===== src/hdl/usb_rx_defs.svh =====
`ifndef USB_RX_DEFS_SVH
`define USB_RX_DEFS_SVH

// ******************************
// receiver sizing
// ******************************

// tb_clk cycles per usb bit, works from 4 to 16
`define USB_RX_OVERSAMPLE 8

// width of one payload or header byte
`define USB_RX_BYTE_WIDTH 8

// longest data payload accepted, crc bytes not counted
`define USB_RX_MAX_PAYLOAD 64

// ******************************
// crc residues
// ******************************

// register contents after a good token, crc field included
`define USB_RX_CRC5_RESIDUE 5'b01100

// register contents after a good data packet, crc field included
`define USB_RX_CRC16_RESIDUE 16'h800D

`endif


===== src/hdl/usb_rx_pkg.sv =====
`default_nettype none

`include "usb_rx_defs.svh"

package usb_rx_pkg;

  // ******************************
  // field types
  // ******************************

  typedef logic [`USB_RX_BYTE_WIDTH-1:0] byte_t;
  typedef logic [3:0] pid_t;
  typedef logic [4:0] crc5_t;
  typedef logic [15:0] crc16_t;

  // sync pattern kjkjkjkk, lsb-first after nrzi decode
  localparam byte_t SYNC_BYTE = 8'h80;

  // pid codes the receiver understands
  localparam pid_t PID_OUT = 4'b0001;
  localparam pid_t PID_IN = 4'b1001;
  localparam pid_t PID_DATA0 = 4'b0011;
  localparam pid_t PID_DATA1 = 4'b1011;
  localparam pid_t PID_ACK = 4'b0010;
  localparam pid_t PID_NAK = 4'b1010;

  // generator polynomials, top bit implied
  localparam crc5_t CRC5_POLY = 5'b00101;
  localparam crc16_t CRC16_POLY = 16'h8005;

  // ******************************
  // state and class encodings
  // ******************************

  // packet class seen by the consumer
  typedef enum logic [2:0] {
    RX_IDLE = 3'd0,
    RX_DATA = 3'd1,
    RX_OUT = 3'd2,
    RX_IN = 3'd3,
    RX_ACK = 3'd4,
    RX_NAK = 3'd5,
    RX_BAD = 3'd6
  } rx_packet_t;

  // line decoder
  typedef enum logic [1:0] {LINE_IDLE, LINE_RECEIVE, LINE_EOP} line_state_t;

  // packet decoder
  typedef enum logic [2:0] {
    ST_HUNT, ST_SYNC, ST_PID, ST_TOKEN, ST_PAYLOAD, ST_HANDSHAKE, ST_DONE, ST_ERROR
  } pkt_state_t;

endpackage

`default_nettype wire


===== src/hdl/usb_bit_if.sv =====
`default_nettype none

// decoded bit stream between line decoder and packet decoder
interface usb_bit_if;

  // one pulse per received bit, stuffed zeros removed
  logic bit_valid;
  // decoded value, good only with bit_valid
  logic bit_value;
  // first k after idle, ahead of the first bit
  logic sop;
  // end of packet, se0 then j seen
  logic eop;
  // seventh one in a row on the line
  logic stuff_error;

  // line decoder side
  modport source (
    output bit_valid, bit_value, sop, eop, stuff_error
  );

  // packet decoder side
  modport sink (
    input bit_valid, bit_value, sop, eop, stuff_error
  );

endinterface

`default_nettype wire


===== src/hdl/usb_crc.sv =====
`default_nettype none

`include "usb_rx_defs.svh"

// serial crc checker, bits in wire order
module usb_crc #(
  parameter int WIDTH = 5,
  parameter logic [WIDTH-1:0] POLY = '0
) (
  input wire tb_clk,
  input wire arst_n,
  input wire clear,
  input wire shift,
  input wire data,
  output logic residue_ok
);

  // residue picked by register width
  localparam logic [WIDTH-1:0] residue = (WIDTH == 5) ?
    WIDTH'(`USB_RX_CRC5_RESIDUE) : WIDTH'(`USB_RX_CRC16_RESIDUE);

  logic [WIDTH-1:0] crc_q;
  logic feedback;

  // incoming bit against top of register
  assign feedback = data ^ crc_q[WIDTH-1];

  // ******************************
  // galois register
  // ******************************

  always_ff @(posedge tb_clk or negedge arst_n) begin
    if (!arst_n) begin
      crc_q <= '1;
    end else if (clear) begin
      // preset all ones per packet
      crc_q <= '1;
    end else if (shift) begin
      crc_q <= {crc_q[WIDTH-2:0], 1'b0} ^ (feedback ? POLY : '0);
    end
  end

  // good once the whole packet plus its crc went through
  assign residue_ok = (crc_q == residue);

endmodule

`default_nettype wire


===== src/hdl/usb_line_decoder.sv =====
`default_nettype none

`include "usb_rx_defs.svh"

module usb_line_decoder (
  input wire tb_clk,
  input wire arst_n,
  input wire d_plus,
  input wire d_minus,
  usb_bit_if.source bits
);

  localparam int cnt_w = $clog2(`USB_RX_OVERSAMPLE);
  // mid-bit, counted from the last seen edge
  localparam logic [cnt_w-1:0] sample_at = cnt_w'(`USB_RX_OVERSAMPLE / 2 - 1);
  localparam logic [cnt_w-1:0] cnt_last = cnt_w'(`USB_RX_OVERSAMPLE - 1);

  logic dp_meta;
  logic dp_sync;
  logic dp_prev;
  logic dm_meta;
  logic dm_sync;
  logic dm_prev;
  logic line_edge;
  logic line_j;
  logic line_k;
  logic line_se0;
  logic sample;
  logic nrzi_bit;
  logic last_level;
  logic [cnt_w-1:0] phase_cnt;
  logic [2:0] ones_cnt;
  logic [1:0] se0_cnt;
  usb_rx_pkg::line_state_t state;

  // ******************************
  // synchronizer
  // ******************************

  // two flops per line, idle j on reset
  always_ff @(posedge tb_clk or negedge arst_n) begin
    if (!arst_n) begin
      dp_meta <= 1'b1;
      dp_sync <= 1'b1;
      dp_prev <= 1'b1;
      dm_meta <= 1'b0;
      dm_sync <= 1'b0;
      dm_prev <= 1'b0;
    end else begin
      dp_meta <= d_plus;
      dp_sync <= dp_meta;
      dp_prev <= dp_sync;
      dm_meta <= d_minus;
      dm_sync <= dm_meta;
      dm_prev <= dm_sync;
    end
  end

  // any change on either line
  assign line_edge = (dp_sync != dp_prev) || (dm_sync != dm_prev);

  // line states
  assign line_j = dp_sync & ~dm_sync;
  assign line_k = ~dp_sync & dm_sync;
  assign line_se0 = ~dp_sync & ~dm_sync;

  // ******************************
  // bit timing
  // ******************************

  // restarts on every edge, free runs over long runs of ones
  always_ff @(posedge tb_clk or negedge arst_n) begin
    if (!arst_n) begin
      phase_cnt <= '0;
    end else if (line_edge || phase_cnt == cnt_last) begin
      phase_cnt <= '0;
    end else begin
      phase_cnt <= phase_cnt + 1'b1;
    end
  end

  assign sample = !line_edge && (phase_cnt == sample_at);

  // nrzi, no change from last bit means one
  assign nrzi_bit = (dp_sync == last_level);

  // ******************************
  // receive fsm
  // ******************************

  always_ff @(posedge tb_clk or negedge arst_n) begin
    if (!arst_n) begin
      state <= usb_rx_pkg::LINE_IDLE;
      last_level <= 1'b1;
      ones_cnt <= '0;
      se0_cnt <= '0;
      bits.bit_valid <= 1'b0;
      bits.bit_value <= 1'b0;
      bits.sop <= 1'b0;
      bits.eop <= 1'b0;
      bits.stuff_error <= 1'b0;
    end else begin
      // pulses by default
      bits.bit_valid <= 1'b0;
      bits.sop <= 1'b0;
      bits.eop <= 1'b0;
      bits.stuff_error <= 1'b0;
      case (state)
        usb_rx_pkg::LINE_IDLE: begin
          // first k ends idle, sync starts here
          if (line_edge && line_k) begin
            bits.sop <= 1'b1;
            last_level <= 1'b1;
            ones_cnt <= '0;
            state <= usb_rx_pkg::LINE_RECEIVE;
          end
        end
        usb_rx_pkg::LINE_RECEIVE: begin
          if (sample) begin
            if (line_se0) begin
              se0_cnt <= 2'd1;
              state <= usb_rx_pkg::LINE_EOP;
            end else begin
              last_level <= dp_sync;
              if (ones_cnt == 3'd6) begin
                // stuffed zero expected, a one is a violation
                ones_cnt <= '0;
                bits.stuff_error <= nrzi_bit;
              end else begin
                bits.bit_valid <= 1'b1;
                bits.bit_value <= nrzi_bit;
                ones_cnt <= nrzi_bit ? ones_cnt + 3'd1 : 3'd0;
              end
            end
          end
        end
        usb_rx_pkg::LINE_EOP: begin
          if (sample) begin
            if (line_se0) begin
              // saturate at two bit times
              if (se0_cnt != 2'd2) begin
                se0_cnt <= se0_cnt + 2'd1;
              end
            end else begin
              // short se0 or k here is a glitch, just drop back
              bits.eop <= line_j && (se0_cnt == 2'd2);
              state <= usb_rx_pkg::LINE_IDLE;
            end
          end
        end
        default: state <= usb_rx_pkg::LINE_IDLE;
      endcase
    end
  end

  // eop stands alone, no decoded bit in the cycle before either
  a_eop_apart: assert property (@(posedge tb_clk) disable iff (!arst_n)
    bits.eop |-> !bits.bit_valid && !$past(bits.bit_valid));

endmodule

`default_nettype wire


===== src/hdl/usb_packet_decoder.sv =====
`default_nettype none

`include "usb_rx_defs.svh"

module usb_packet_decoder (
  input wire tb_clk,
  input wire arst_n,
  usb_bit_if.sink bits,
  output usb_rx_pkg::rx_packet_t rx_packet,
  output logic store_rx_packet_data,
  output usb_rx_pkg::byte_t rx_packet_data
);

  // payload plus two crc bytes must fit
  localparam int cnt_w = $clog2(`USB_RX_MAX_PAYLOAD + 3);
  localparam logic [cnt_w-1:0] max_bytes = cnt_w'(`USB_RX_MAX_PAYLOAD + 2);
  localparam logic [cnt_w-1:0] crc_bytes = cnt_w'(2);

  usb_rx_pkg::pkt_state_t state;
  usb_rx_pkg::byte_t shift_q;
  usb_rx_pkg::byte_t next_byte;
  usb_rx_pkg::byte_t hold_0;
  usb_rx_pkg::byte_t hold_1;
  usb_rx_pkg::pid_t pid_q;
  usb_rx_pkg::rx_packet_t verdict;
  logic [2:0] bit_cnt;
  logic [cnt_w-1:0] byte_cnt;
  logic [1:0] hold_cnt;
  logic byte_done;
  logic pid_ok;
  logic whole_bytes;
  logic crc5_shift;
  logic crc16_shift;
  logic crc5_ok;
  logic crc16_ok;

  // lsb first, new bit enters at the top
  assign next_byte = {bits.bit_value, shift_q[7:1]};
  assign byte_done = bits.bit_valid && (bit_cnt == 3'd7);
  assign whole_bytes = (bit_cnt == 3'd0);

  // upper nibble must be the complement of the pid
  assign pid_ok = (next_byte[7:4] == ~next_byte[3:0]);

  // ******************************
  // crc checkers
  // ******************************

  // token crc covers address, endpoint and crc5
  assign crc5_shift = bits.bit_valid && (state == usb_rx_pkg::ST_TOKEN);
  // data crc covers payload and crc16
  assign crc16_shift = bits.bit_valid && (state == usb_rx_pkg::ST_PAYLOAD);

  usb_crc #(
    .WIDTH($bits(usb_rx_pkg::crc5_t)),
    .POLY(usb_rx_pkg::CRC5_POLY)
  ) i_crc5 (
    .tb_clk(tb_clk),
    .arst_n(arst_n),
    .clear(bits.sop),
    .shift(crc5_shift),
    .data(bits.bit_value),
    .residue_ok(crc5_ok)
  );

  usb_crc #(
    .WIDTH($bits(usb_rx_pkg::crc16_t)),
    .POLY(usb_rx_pkg::CRC16_POLY)
  ) i_crc16 (
    .tb_clk(tb_clk),
    .arst_n(arst_n),
    .clear(bits.sop),
    .shift(crc16_shift),
    .data(bits.bit_value),
    .residue_ok(crc16_ok)
  );

  // ******************************
  // class at eop
  // ******************************

  always_comb begin
    verdict = usb_rx_pkg::RX_BAD;
    case (state)
      usb_rx_pkg::ST_TOKEN: begin
        // exactly two bytes and a clean crc5
        if (whole_bytes && byte_cnt == crc_bytes && crc5_ok) begin
          verdict = (pid_q == usb_rx_pkg::PID_IN) ? usb_rx_pkg::RX_IN : usb_rx_pkg::RX_OUT;
        end
      end
      usb_rx_pkg::ST_PAYLOAD: begin
        // overlong payloads already went to error
        if (whole_bytes && byte_cnt >= crc_bytes && crc16_ok) begin
          verdict = usb_rx_pkg::RX_DATA;
        end
      end
      usb_rx_pkg::ST_HANDSHAKE: begin
        verdict = (pid_q == usb_rx_pkg::PID_ACK) ? usb_rx_pkg::RX_ACK : usb_rx_pkg::RX_NAK;
      end
      default: verdict = usb_rx_pkg::RX_BAD;
    endcase
  end

  // ******************************
  // packet fsm
  // ******************************

  always_ff @(posedge tb_clk or negedge arst_n) begin
    if (!arst_n) begin
      state <= usb_rx_pkg::ST_HUNT;
      bit_cnt <= '0;
      byte_cnt <= '0;
      hold_cnt <= '0;
      rx_packet <= usb_rx_pkg::RX_IDLE;
      store_rx_packet_data <= 1'b0;
      rx_packet_data <= '0;
    end else begin
      store_rx_packet_data <= 1'b0;
      if (bits.sop) begin
        // restart, also after an aborted packet
        state <= usb_rx_pkg::ST_SYNC;
        bit_cnt <= '0;
        byte_cnt <= '0;
        hold_cnt <= '0;
      end else if (bits.eop) begin
        if (state != usb_rx_pkg::ST_HUNT && state != usb_rx_pkg::ST_DONE) begin
          rx_packet <= verdict;
          state <= usb_rx_pkg::ST_DONE;
        end
      end else if (bits.stuff_error && state != usb_rx_pkg::ST_HUNT &&
                   state != usb_rx_pkg::ST_DONE) begin
        state <= usb_rx_pkg::ST_ERROR;
      end else if (bits.bit_valid) begin
        bit_cnt <= bit_cnt + 3'd1;
        case (state)
          usb_rx_pkg::ST_SYNC: begin
            if (byte_done) begin
              state <= (next_byte == usb_rx_pkg::SYNC_BYTE) ?
                usb_rx_pkg::ST_PID : usb_rx_pkg::ST_ERROR;
            end
          end
          usb_rx_pkg::ST_PID: begin
            if (byte_done && !pid_ok) begin
              state <= usb_rx_pkg::ST_ERROR;
            end else if (byte_done) begin
              case (next_byte[3:0])
                usb_rx_pkg::PID_OUT,
                usb_rx_pkg::PID_IN: state <= usb_rx_pkg::ST_TOKEN;
                usb_rx_pkg::PID_DATA0,
                usb_rx_pkg::PID_DATA1: state <= usb_rx_pkg::ST_PAYLOAD;
                usb_rx_pkg::PID_ACK,
                usb_rx_pkg::PID_NAK: state <= usb_rx_pkg::ST_HANDSHAKE;
                // stall, setup, sof and the rest
                default: state <= usb_rx_pkg::ST_ERROR;
              endcase
            end
          end
          usb_rx_pkg::ST_TOKEN: begin
            if (byte_done && byte_cnt == crc_bytes) begin
              state <= usb_rx_pkg::ST_ERROR;
            end else if (byte_done) begin
              byte_cnt <= byte_cnt + 1'b1;
            end
          end
          usb_rx_pkg::ST_PAYLOAD: begin
            if (byte_done && byte_cnt == max_bytes) begin
              state <= usb_rx_pkg::ST_ERROR;
            end else if (byte_done) begin
              byte_cnt <= byte_cnt + 1'b1;
              // pipe full, oldest byte is now known not to be crc
              if (hold_cnt == 2'd2) begin
                store_rx_packet_data <= 1'b1;
                rx_packet_data <= hold_0;
              end else begin
                hold_cnt <= hold_cnt + 2'd1;
              end
            end
          end
          // any bit after a handshake pid is too many
          usb_rx_pkg::ST_HANDSHAKE: state <= usb_rx_pkg::ST_ERROR;
          default: ;
        endcase
      end else if (state == usb_rx_pkg::ST_DONE) begin
        // the two crc bytes left in the pipe are dropped
        hold_cnt <= '0;
        state <= usb_rx_pkg::ST_HUNT;
      end
    end
  end

  // ******************************
  // byte path
  // ******************************

  always_ff @(posedge tb_clk) begin
    if (bits.bit_valid) begin
      shift_q <= next_byte;
    end
    if (byte_done && state == usb_rx_pkg::ST_PID) begin
      pid_q <= next_byte[3:0];
    end
    // two-entry holding pipe, hold_0 is the older
    if (byte_done && state == usb_rx_pkg::ST_PAYLOAD) begin
      case (hold_cnt)
        2'd0: hold_0 <= next_byte;
        2'd1: hold_1 <= next_byte;
        default: begin
          hold_0 <= hold_1;
          hold_1 <= next_byte;
        end
      endcase
    end
  end

  // strobe only inside a data packet, right after a completed byte
  a_store_in_payload: assert property (@(posedge tb_clk) disable iff (!arst_n)
    store_rx_packet_data |-> (state == usb_rx_pkg::ST_PAYLOAD) && $past(bits.bit_valid));

endmodule

`default_nettype wire


===== src/hdl/usb_rx.sv =====
`default_nettype none

// full-speed style receiver for one downstream port
module usb_rx (
  input wire tb_clk,
  input wire arst_n,
  input wire d_plus,
  input wire d_minus,
  output usb_rx_pkg::rx_packet_t rx_packet,
  output logic store_rx_packet_data,
  output usb_rx_pkg::byte_t rx_packet_data
);

  // decoded bit stream
  usb_bit_if bits ();

  // ******************************
  // line side
  // ******************************

  usb_line_decoder i_line_decoder (
    .tb_clk(tb_clk),
    .arst_n(arst_n),
    .d_plus(d_plus),
    .d_minus(d_minus),
    .bits(bits.source)
  );

  // ******************************
  // packet side
  // ******************************

  usb_packet_decoder i_packet_decoder (
    .tb_clk(tb_clk),
    .arst_n(arst_n),
    .bits(bits.sink),
    .rx_packet(rx_packet),
    .store_rx_packet_data(store_rx_packet_data),
    .rx_packet_data(rx_packet_data)
  );

endmodule

`default_nettype wire


===== config.mk =====
export PLATFORM = sky130hd
export DESIGN_NAME = usb_rx
export DESIGN_NICKNAME = d
export VERILOG_FILES = /design/src/hdl/usb_rx_pkg.sv /design/src/hdl/usb_bit_if.sv /design/src/hdl/usb_crc.sv /design/src/hdl/usb_line_decoder.sv /design/src/hdl/usb_packet_decoder.sv /design/src/hdl/usb_rx.sv
export VERILOG_INCLUDE_DIRS = /design/src /design/src/hdl
export SDC_FILE = /design/constraint.sdc
export NUM_CORES = 1
export LEC_CHECK = 0
export BUFFER_PORTS_ARGS = -buffer_cell sky130_fd_sc_hd__buf_2
export CAP_MARGIN = 20
export CELL_PAD_IN_SITES_DETAIL_PLACEMENT = 1
export CELL_PAD_IN_SITES_GLOBAL_PLACEMENT = 1
export CORE_AREA = 4 4 102 104
export CTS_CLUSTER_SIZE = 8
export DETAILED_ROUTE_END_ITERATION = 8
export DIE_AREA = 0 0 106 108
export PLACE_DENSITY = 0.89
export SLEW_MARGIN = 0
export SYNTH_ARGS = -nofsm -noshare
export SYNTH_HDL_FRONTEND = slang
export SYNTH_SLANG_ARGS = --single-unit

===== constraint.sdc =====
create_clock -name tb_clk -period 2.6 [get_ports tb_clk]
set_clock_uncertainty 0.15 [all_clocks]
set_input_delay 0.39 -clock tb_clk [delete_from_list [all_inputs] [get_ports tb_clk]]
set_output_delay 0.39 -clock tb_clk [all_outputs]
set_load 0.05 [all_outputs]

Word-level counts from Yosys, hierarchy flattened:

Index checks and enable logic that the tools add are counted.

* flip-flop bits (word level): 98
* input port bits: 4
* output and inout port bits: 12
* logic and storage cells: 250

* $add $sub $neg: 6
* $lt $le $gt $ge: 1
* equality and inequality tests: 56
* mux-type cells: 91
* bitwise gates (word level): 18
* reduce and logical (&&, ||, !) cells: 49

Operators with widths (count)
* two-way mux 3 bit: 25
* two-way mux 7 bit: 7
* two-way mux 16 bit: 3
* two-way mux 2 bit: 19
* two-way mux 1 bit: 26
* equality test 3 bit (second input constant): 6
* logical AND 1 bit: 18
* one-hot mux 3 bit (3 select lines): 2
* equality test 16 bit (second input constant): 1
* equality test 4 bit (second input constant): 4
* one-hot mux 8 bit (2 select lines): 1
* XOR 16 bit: 1
* inequality test 3 bit (second input constant): 5
* one-hot mux 3 bit (5 select lines): 1
* inequality test 2 x 1 -> 1 bit (second input constant): 7
* one-hot mux 7 bit (2 select lines): 1
* AND reduction 7 bit: 2
* equality test 4 x 2 -> 1 bit (second input constant): 3
* inequality test 6 x 4 -> 1 bit (second input constant): 2
* AND reduction 6 bit: 2
* two-way mux 5 bit: 2
* inverter 1 bit: 10
* nonzero test 2 bit: 5
* adder 3 x 1 -> 3 bit (second input constant): 3
* 41 further kinds: 65

Depth between registers and ports, before layout:

* depth in word-level cells: 10
* mapped depth: 7
* depth with buffers taken out: 7

By module:

Synthesis repeated with hierarchy kept, for this count alone.

* cells, all modules: 399
* area total of the unflattened synthesis: 4844.6 µm²

Modules (own cells, without submodules)
* usb_packet_decoder: times used 1, cells an instance 226, area each 2765.2 µm², seq. area each 1486.4 µm²
* usb_line_decoder: times used 1, cells an instance 90, area each 1064.8 µm², seq. area each 555.5 µm²
* usb_crc at i_packet_decoder.i_crc16: times used 1, cells an instance 63, area each 757.0 µm², seq. area each 420.4 µm²
* usb_crc at i_packet_decoder.i_crc5: times used 1, cells an instance 20, area each 257.7 µm², seq. area each 131.4 µm²

Worst setup path before layout:

Ideal clock, no wire load.

* path type: reg2reg
* from: register i_packet_decoder.byte_cnt[2]
* to: register i_packet_decoder.state[1]
* library setup time: 0.128 ns
* arrival: 1.956 ns
* required time: 2.322 ns
* slack: 0.366 ns
* cell stages (with the launch flop): 6
* path buffers: 0
* clock period less this slack: 2.234 ns
* cells stage by stage: dfrtp_1 -> or4_4 -> o211a_1 -> o31a_1 -> nor3_2 -> mux2_1

* longest elaborated chain between the ends: 4
* elaborated cells between the ends (all ways): 7
* those cells by class: eq/ne: 4; reduce/logical: 3

Ends and longest elaborated chain
* start: declaration: RTL line usb_packet_decoder.sv:27 `logic [cnt_w-1:0] byte_cnt;`
* start signal: assignment: RTL line usb_packet_decoder.sv:162 `byte_cnt <= byte_cnt + 1'b1;`
* start signal: assignment: RTL line usb_packet_decoder.sv:169 `byte_cnt <= byte_cnt + 1'b1;`
* equality test 7 x 2 -> 1 bit or equality test 7 bit (tied branches): RTL line usb_packet_decoder.sv:159, usb_packet_decoder.sv:166
* logical AND 1 bit, on equally long branches: RTL line usb_packet_decoder.sv:159, usb_packet_decoder.sv:166
* inequality test 6 bit (no source line) or inequality test 6 x 4 -> 1 bit (tied branches)
* AND reduction 7 bit (no source line) (*)
* end signal: assignment: RTL line usb_packet_decoder.sv:154 `default: state <= usb_rx_pkg::ST_ERROR;`
* end signal: assignment: RTL line usb_packet_decoder.sv:160 `state <= usb_rx_pkg::ST_ERROR;`
* end signal: assignment: RTL line usb_packet_decoder.sv:167 `state <= usb_rx_pkg::ST_ERROR;`
* end: declaration: RTL line usb_packet_decoder.sv:19 `usb_rx_pkg::pkt_state_t state;`

Every way passes the cells marked *; elsewhere a longest branch is shown, timed or not.
A chain may end at the register's enable or synchronous reset.

Worst setup path after layout:

* from: register i_packet_decoder.bit_cnt[1]
* to: register i_packet_decoder.state[2]

* longest elaborated chain between the ends: 9
* elaborated cells between the ends (all ways): 16
* those cells by class: eq/ne: 5; mux: 6; reduce/logical: 5

Ends and longest elaborated chain
* start: declaration: RTL line usb_packet_decoder.sv:26 `logic [2:0] bit_cnt;`
* start signal: assignment: RTL line usb_packet_decoder.sv:134 `bit_cnt <= bit_cnt + 3'd1;`
* equality test 3 bit (*): RTL line usb_packet_decoder.sv:39 `assign byte_done = bits.bit_valid && (bit_cnt == 3'd7);`
* logical AND 1 bit (*): RTL line usb_packet_decoder.sv:39
* logical AND 1 bit: RTL line usb_packet_decoder.sv:143 `if (byte_done && !pid_ok) begin`
* two-way mux 3 bit: RTL line usb_packet_decoder.sv:143
* one-hot mux 3 bit (5 select lines): RTL line usb_packet_decoder.sv:135 `case (state)`
* two-way mux 3 bit: RTL line usb_packet_decoder.sv:133 `end else if (bits.bit_valid) begin`
* two-way mux 3 bit: RTL line usb_packet_decoder.sv:130 `end else if (bits.stuff_error && state != usb_rx_pkg::ST_HUNT &&`
* two-way mux 3 bit: RTL line usb_packet_decoder.sv:125 `end else if (bits.eop) begin`
* two-way mux 3 bit: RTL line usb_packet_decoder.sv:119 `if (bits.sop) begin`
* end signal: assignment: RTL line usb_packet_decoder.sv:121 `state <= usb_rx_pkg::ST_SYNC;`
* end signal: assignment: RTL line usb_packet_decoder.sv:128 `state <= usb_rx_pkg::ST_DONE;`
* end signal: assignment: RTL line usb_packet_decoder.sv:132 `state <= usb_rx_pkg::ST_ERROR;`

Marks and branches as above.

==> flow_metrics.py <==
metrics = {
    "sta": {
        "timing.fmax_ghz": 0.3958,
        "fin_tns_setup_ns": 0,
        "tightest_slew_ns": 0.7211,
        "layout_worst_path_cycle_share": 0.9717,
        "setup_viol": 0,
        "grt_setup_unrepaired": "false",
        "hold_viol": 0,
        "slew_viol_final": 0,
        "period_minus_slack_ns": 2.526,
        "max-slew-margin-rel": 0.5175,
    },
    "layout": {
        "drive_gt1_frac": 0.2160,
        "fillCellCount": 1072,
        "nets": 462,
        "syn2layout_area_growth_pct": 10.46,
        "multiInputGateArea_um2": 1938,
        "final_util": 0.5383,
        "ff_latch_area_um2": 2594,
        "num_antenna_cells": 0,
    },
    "critical_path": {
        "r2r_setup_slack_ns": 0.07,
        "cp.required_ns": 2.71,
        "critPathLaunch": "i_packet_decoder.bit_cnt[1]$_DFFE_PN0P_",
        "worstSetupStartpointType": "register",
        "r2r_cells": 7,
        "worstReg2RegStart": "i_packet_decoder.bit_cnt[1]$_DFFE_PN0P_",
        "path_class": "register to register",
        "arrival_ns": 2.64,
        "crit_path_end_kind": "register",
        "worst-path-max-fanout": 7,
        "r2r_end": "i_packet_decoder.state[2]$_DFFE_PN0P_",
    },
    "clock_network": {
        "cts_buffer_depth": 2,
        "cts_setup_buffers": 0,
        "cts_tree": "built",
        "clkSlewWorstSetupHoldPaths_ns": 0.09,
        "htree_levels": 3,
        "cts_made_buffers": 9,
        "cts-root-buf": "clkbuf_8",
        "insertion_delay_ns": 0.38,
        "cts.sinks": 97,
    },
    "floorplanning": {
        "die_x_um": 106,
        "start_util": 0.4873,
        "dieHeight_um": 108,
        "num_rows": 36,
        "core_area_um2": 9549,
        "boundaryPins": 16,
        "dieArea_um2": 11450,
    },
    "logic_synthesis": {
        "synthTopCellsByCount": "53 x nand2_1, 45 x dfrtp_1, 42 x nand3_1, 27 x edfxtp_1",
        "synthCells": 417,
        "synth_cell_types": 64,
        "syn_area_per_cell_um2": 11.16,
        "yosysSeqAreaShare": 0.5574,
        "yosysMostFrequentCell": "nand2_1",
        "async_reset_ff_frac": 0.7216,
        "syn_nets": 435,
        "ys.flop_type": "dfrtp_1",
        "synth_edf_count": 27,
        "synth-seq-cells": 97,
        "ys_warn_count": 0,
        "yosys.area.top_type_share": 0.2420,
        "synth_area_um2": 4653,
        "synth.largest_area_cell": "dfrtp_1",
        "synthTopCellsByArea": "dfrtp_1 24%, edfxtp_1 17%, dfstp_2 14%",
    },
    "worst_hold_path": {
        "holdPathStages": 0,
        "min_path_type": "register to register",
        "worstHoldEndpoint": "i_line_decoder.dm_sync$_DFF_PN0_",
        "hp-start": "i_line_decoder.dm_meta$_DFF_PN0_",
    },
    "route": {
        "avgViaCountPerCell": 5.646,
        "vias": 3286,
        "drt_first_iter_violations": 179,
        "drcViolationCount": 0,
        "drt_pass1_iterations": 4,
        "avgRoutedWirePerCell_um": 18.60,
        "ant_nets": 0,
        "finalWirelength_um": 10830,
    },
    "grt": {
        "grt_pass1_wl_um": 18400,
        "antenna_found_initial": 0,
        "grt_pass1_vias": 3598,
        "grt_max_degree": 71,
        "grt_usage": 0.2061,
        "grt_overflow": 0,
    },
    "place": {
        "io_buffer_count": 15,
        "dp_hpwl_um": 7905,
        "place_congestion": 0.8227,
    },
    "outcome": {
        "status": "completed",
    },
    "pwr": {
        "powerDensity_nw_per_um2": 601.3,
        "p_leak_uw": 0.002206,
        "total_power_uw": 3091,
        "ir_worst_vdd_v": 0.0003338,
    },
    "run": {
        "maxCapViolCount": 0,
    },
}
==> repair_timing <==
| action | in CTS | in global routing |
|---|---|---|
| hold buffers | 3 | 0 |
| endpoints found under the hold margin | 47 | 0 |
| setup endpoints to repair | 0 | 1 |
| gates resized for setup | 0 | 1 |
==> kinds of logic after synthesis <==
kind of cell    synth area share
compound gates           0.07610
mux                      0.06696
buf+inv                  0.02716
fa+ha+maj                0.03764
simple gates              0.2103
flops                     0.5574
xor+xnor                 0.02447
==> final cells by class <==
cell class / count / share of cell area
multi-input combinational: 289 / 0.3771
sequential: 97 / 0.5046
inverter: 15 / 0.01095
timing repair buffer: 32 / 0.04333
tap: 133 / 0.03238
clock inverter: 6 / 0.006816
clock buffer: 10 / 0.02483
==> worst max-delay path: stages (launching register included) <==
cell and delay [ns]:
dfrtp_1 0.41, ha_1 0.19, ha_1 0.27, and4b_1 0.22
a211o_1 0.28, a211oi_1 0.44, nor3_2 0.11, mux2_1 0.33
==> through the flow <==
step / hold WS [ns] / std cells / cell area, um2 / setup slack [ns]
3_5_place_dp: 0.1942 / 563 / 4942 / 0.1224
3_3_place_gp: 0.1907 / 563 / 4942 / 0.2708
5_1_grt: 0.2181 / 582 / 5140 / 0.002326
2_1_floorplan: -0.05559 / 417 / 4653 / 0.3663
4_1_cts: 0.2122 / 582 / 5135 / 0.04677
6_report: 0.2110 / 582 / 5140 / 0.07352
==> state kept, by name (all words and copies together) (netlist names), 3 cells and up <==
signal,flops
i_packet_decoder.i_crc16.crc_q,16
i_packet_decoder.pid_q,4
i_packet_decoder.i_crc5.crc_q,5
i_packet_decoder.hold_0,8
i_packet_decoder.rx_packet_data,8
i_packet_decoder.byte_cnt,7
i_line_decoder.phase_cnt,3
i_line_decoder.ones_cnt,3
i_packet_decoder.shift_q,7
i_packet_decoder.state,3
i_packet_decoder.rx_packet,3
i_packet_decoder.bit_cnt,3
i_packet_decoder.hold_1,8
==> per-layer routing <==
layer / part of all wire / vias up / wire length, um / global-route usage
li1: - / 1548 / - / -
met1: 0.41 / 1670 / 4467 / 0.2427
met5: 0 / - / 0 / 0
met4: 0.017 / 0 / 184 / 0.06475
met2: 0.54 / 55 / 5851 / 0.3807
met3: 0.030 / 13 / 323 / 0.04000
==> layout by cell type (no fill, tap or decap), drive strengths merged, types with 6 or more instances in the layout <==
master	n
mux2	25
buf	29
nor2b	11
edfxtp	27
a21oi	9
clkbuf	10
nand2	53
xnor2	6
dfrtp	45
xor2	7
nor2	25
dfstp	25
ha	14
o21ai	12
nor3	10
nor4	10
nand3	42
inv	16
==> worst max path at each step <==
stage                                                        to  depth (start not counted)  slack [ns]
after floorplan           i_packet_decoder.state[1]$_DFFE_PN0P_                          5        0.37
after global placement    i_packet_decoder.state[2]$_DFFE_PN0P_                          7        0.27
after detailed placement  i_packet_decoder.state[2]$_DFFE_PN0P_                          7        0.12
after CTS                 i_packet_decoder.state[2]$_DFFE_PN0P_                          7        0.05
after global routing      i_packet_decoder.state[2]$_DFFE_PN0P_                          7       0.002
final                     i_packet_decoder.state[2]$_DFFE_PN0P_                          7        0.07
==> report_power, final <==
group | total (uW) | switching, uW | internal, uW | leakage (uW)
logic | 394 | 223 | 170 | 0.00100
registers | 1840 | 109 | 1730 | 0.00112
clock network | 860 | 517 | 343 | 0.0000839
Note: power is estimated with default switching activity, not from simulation.
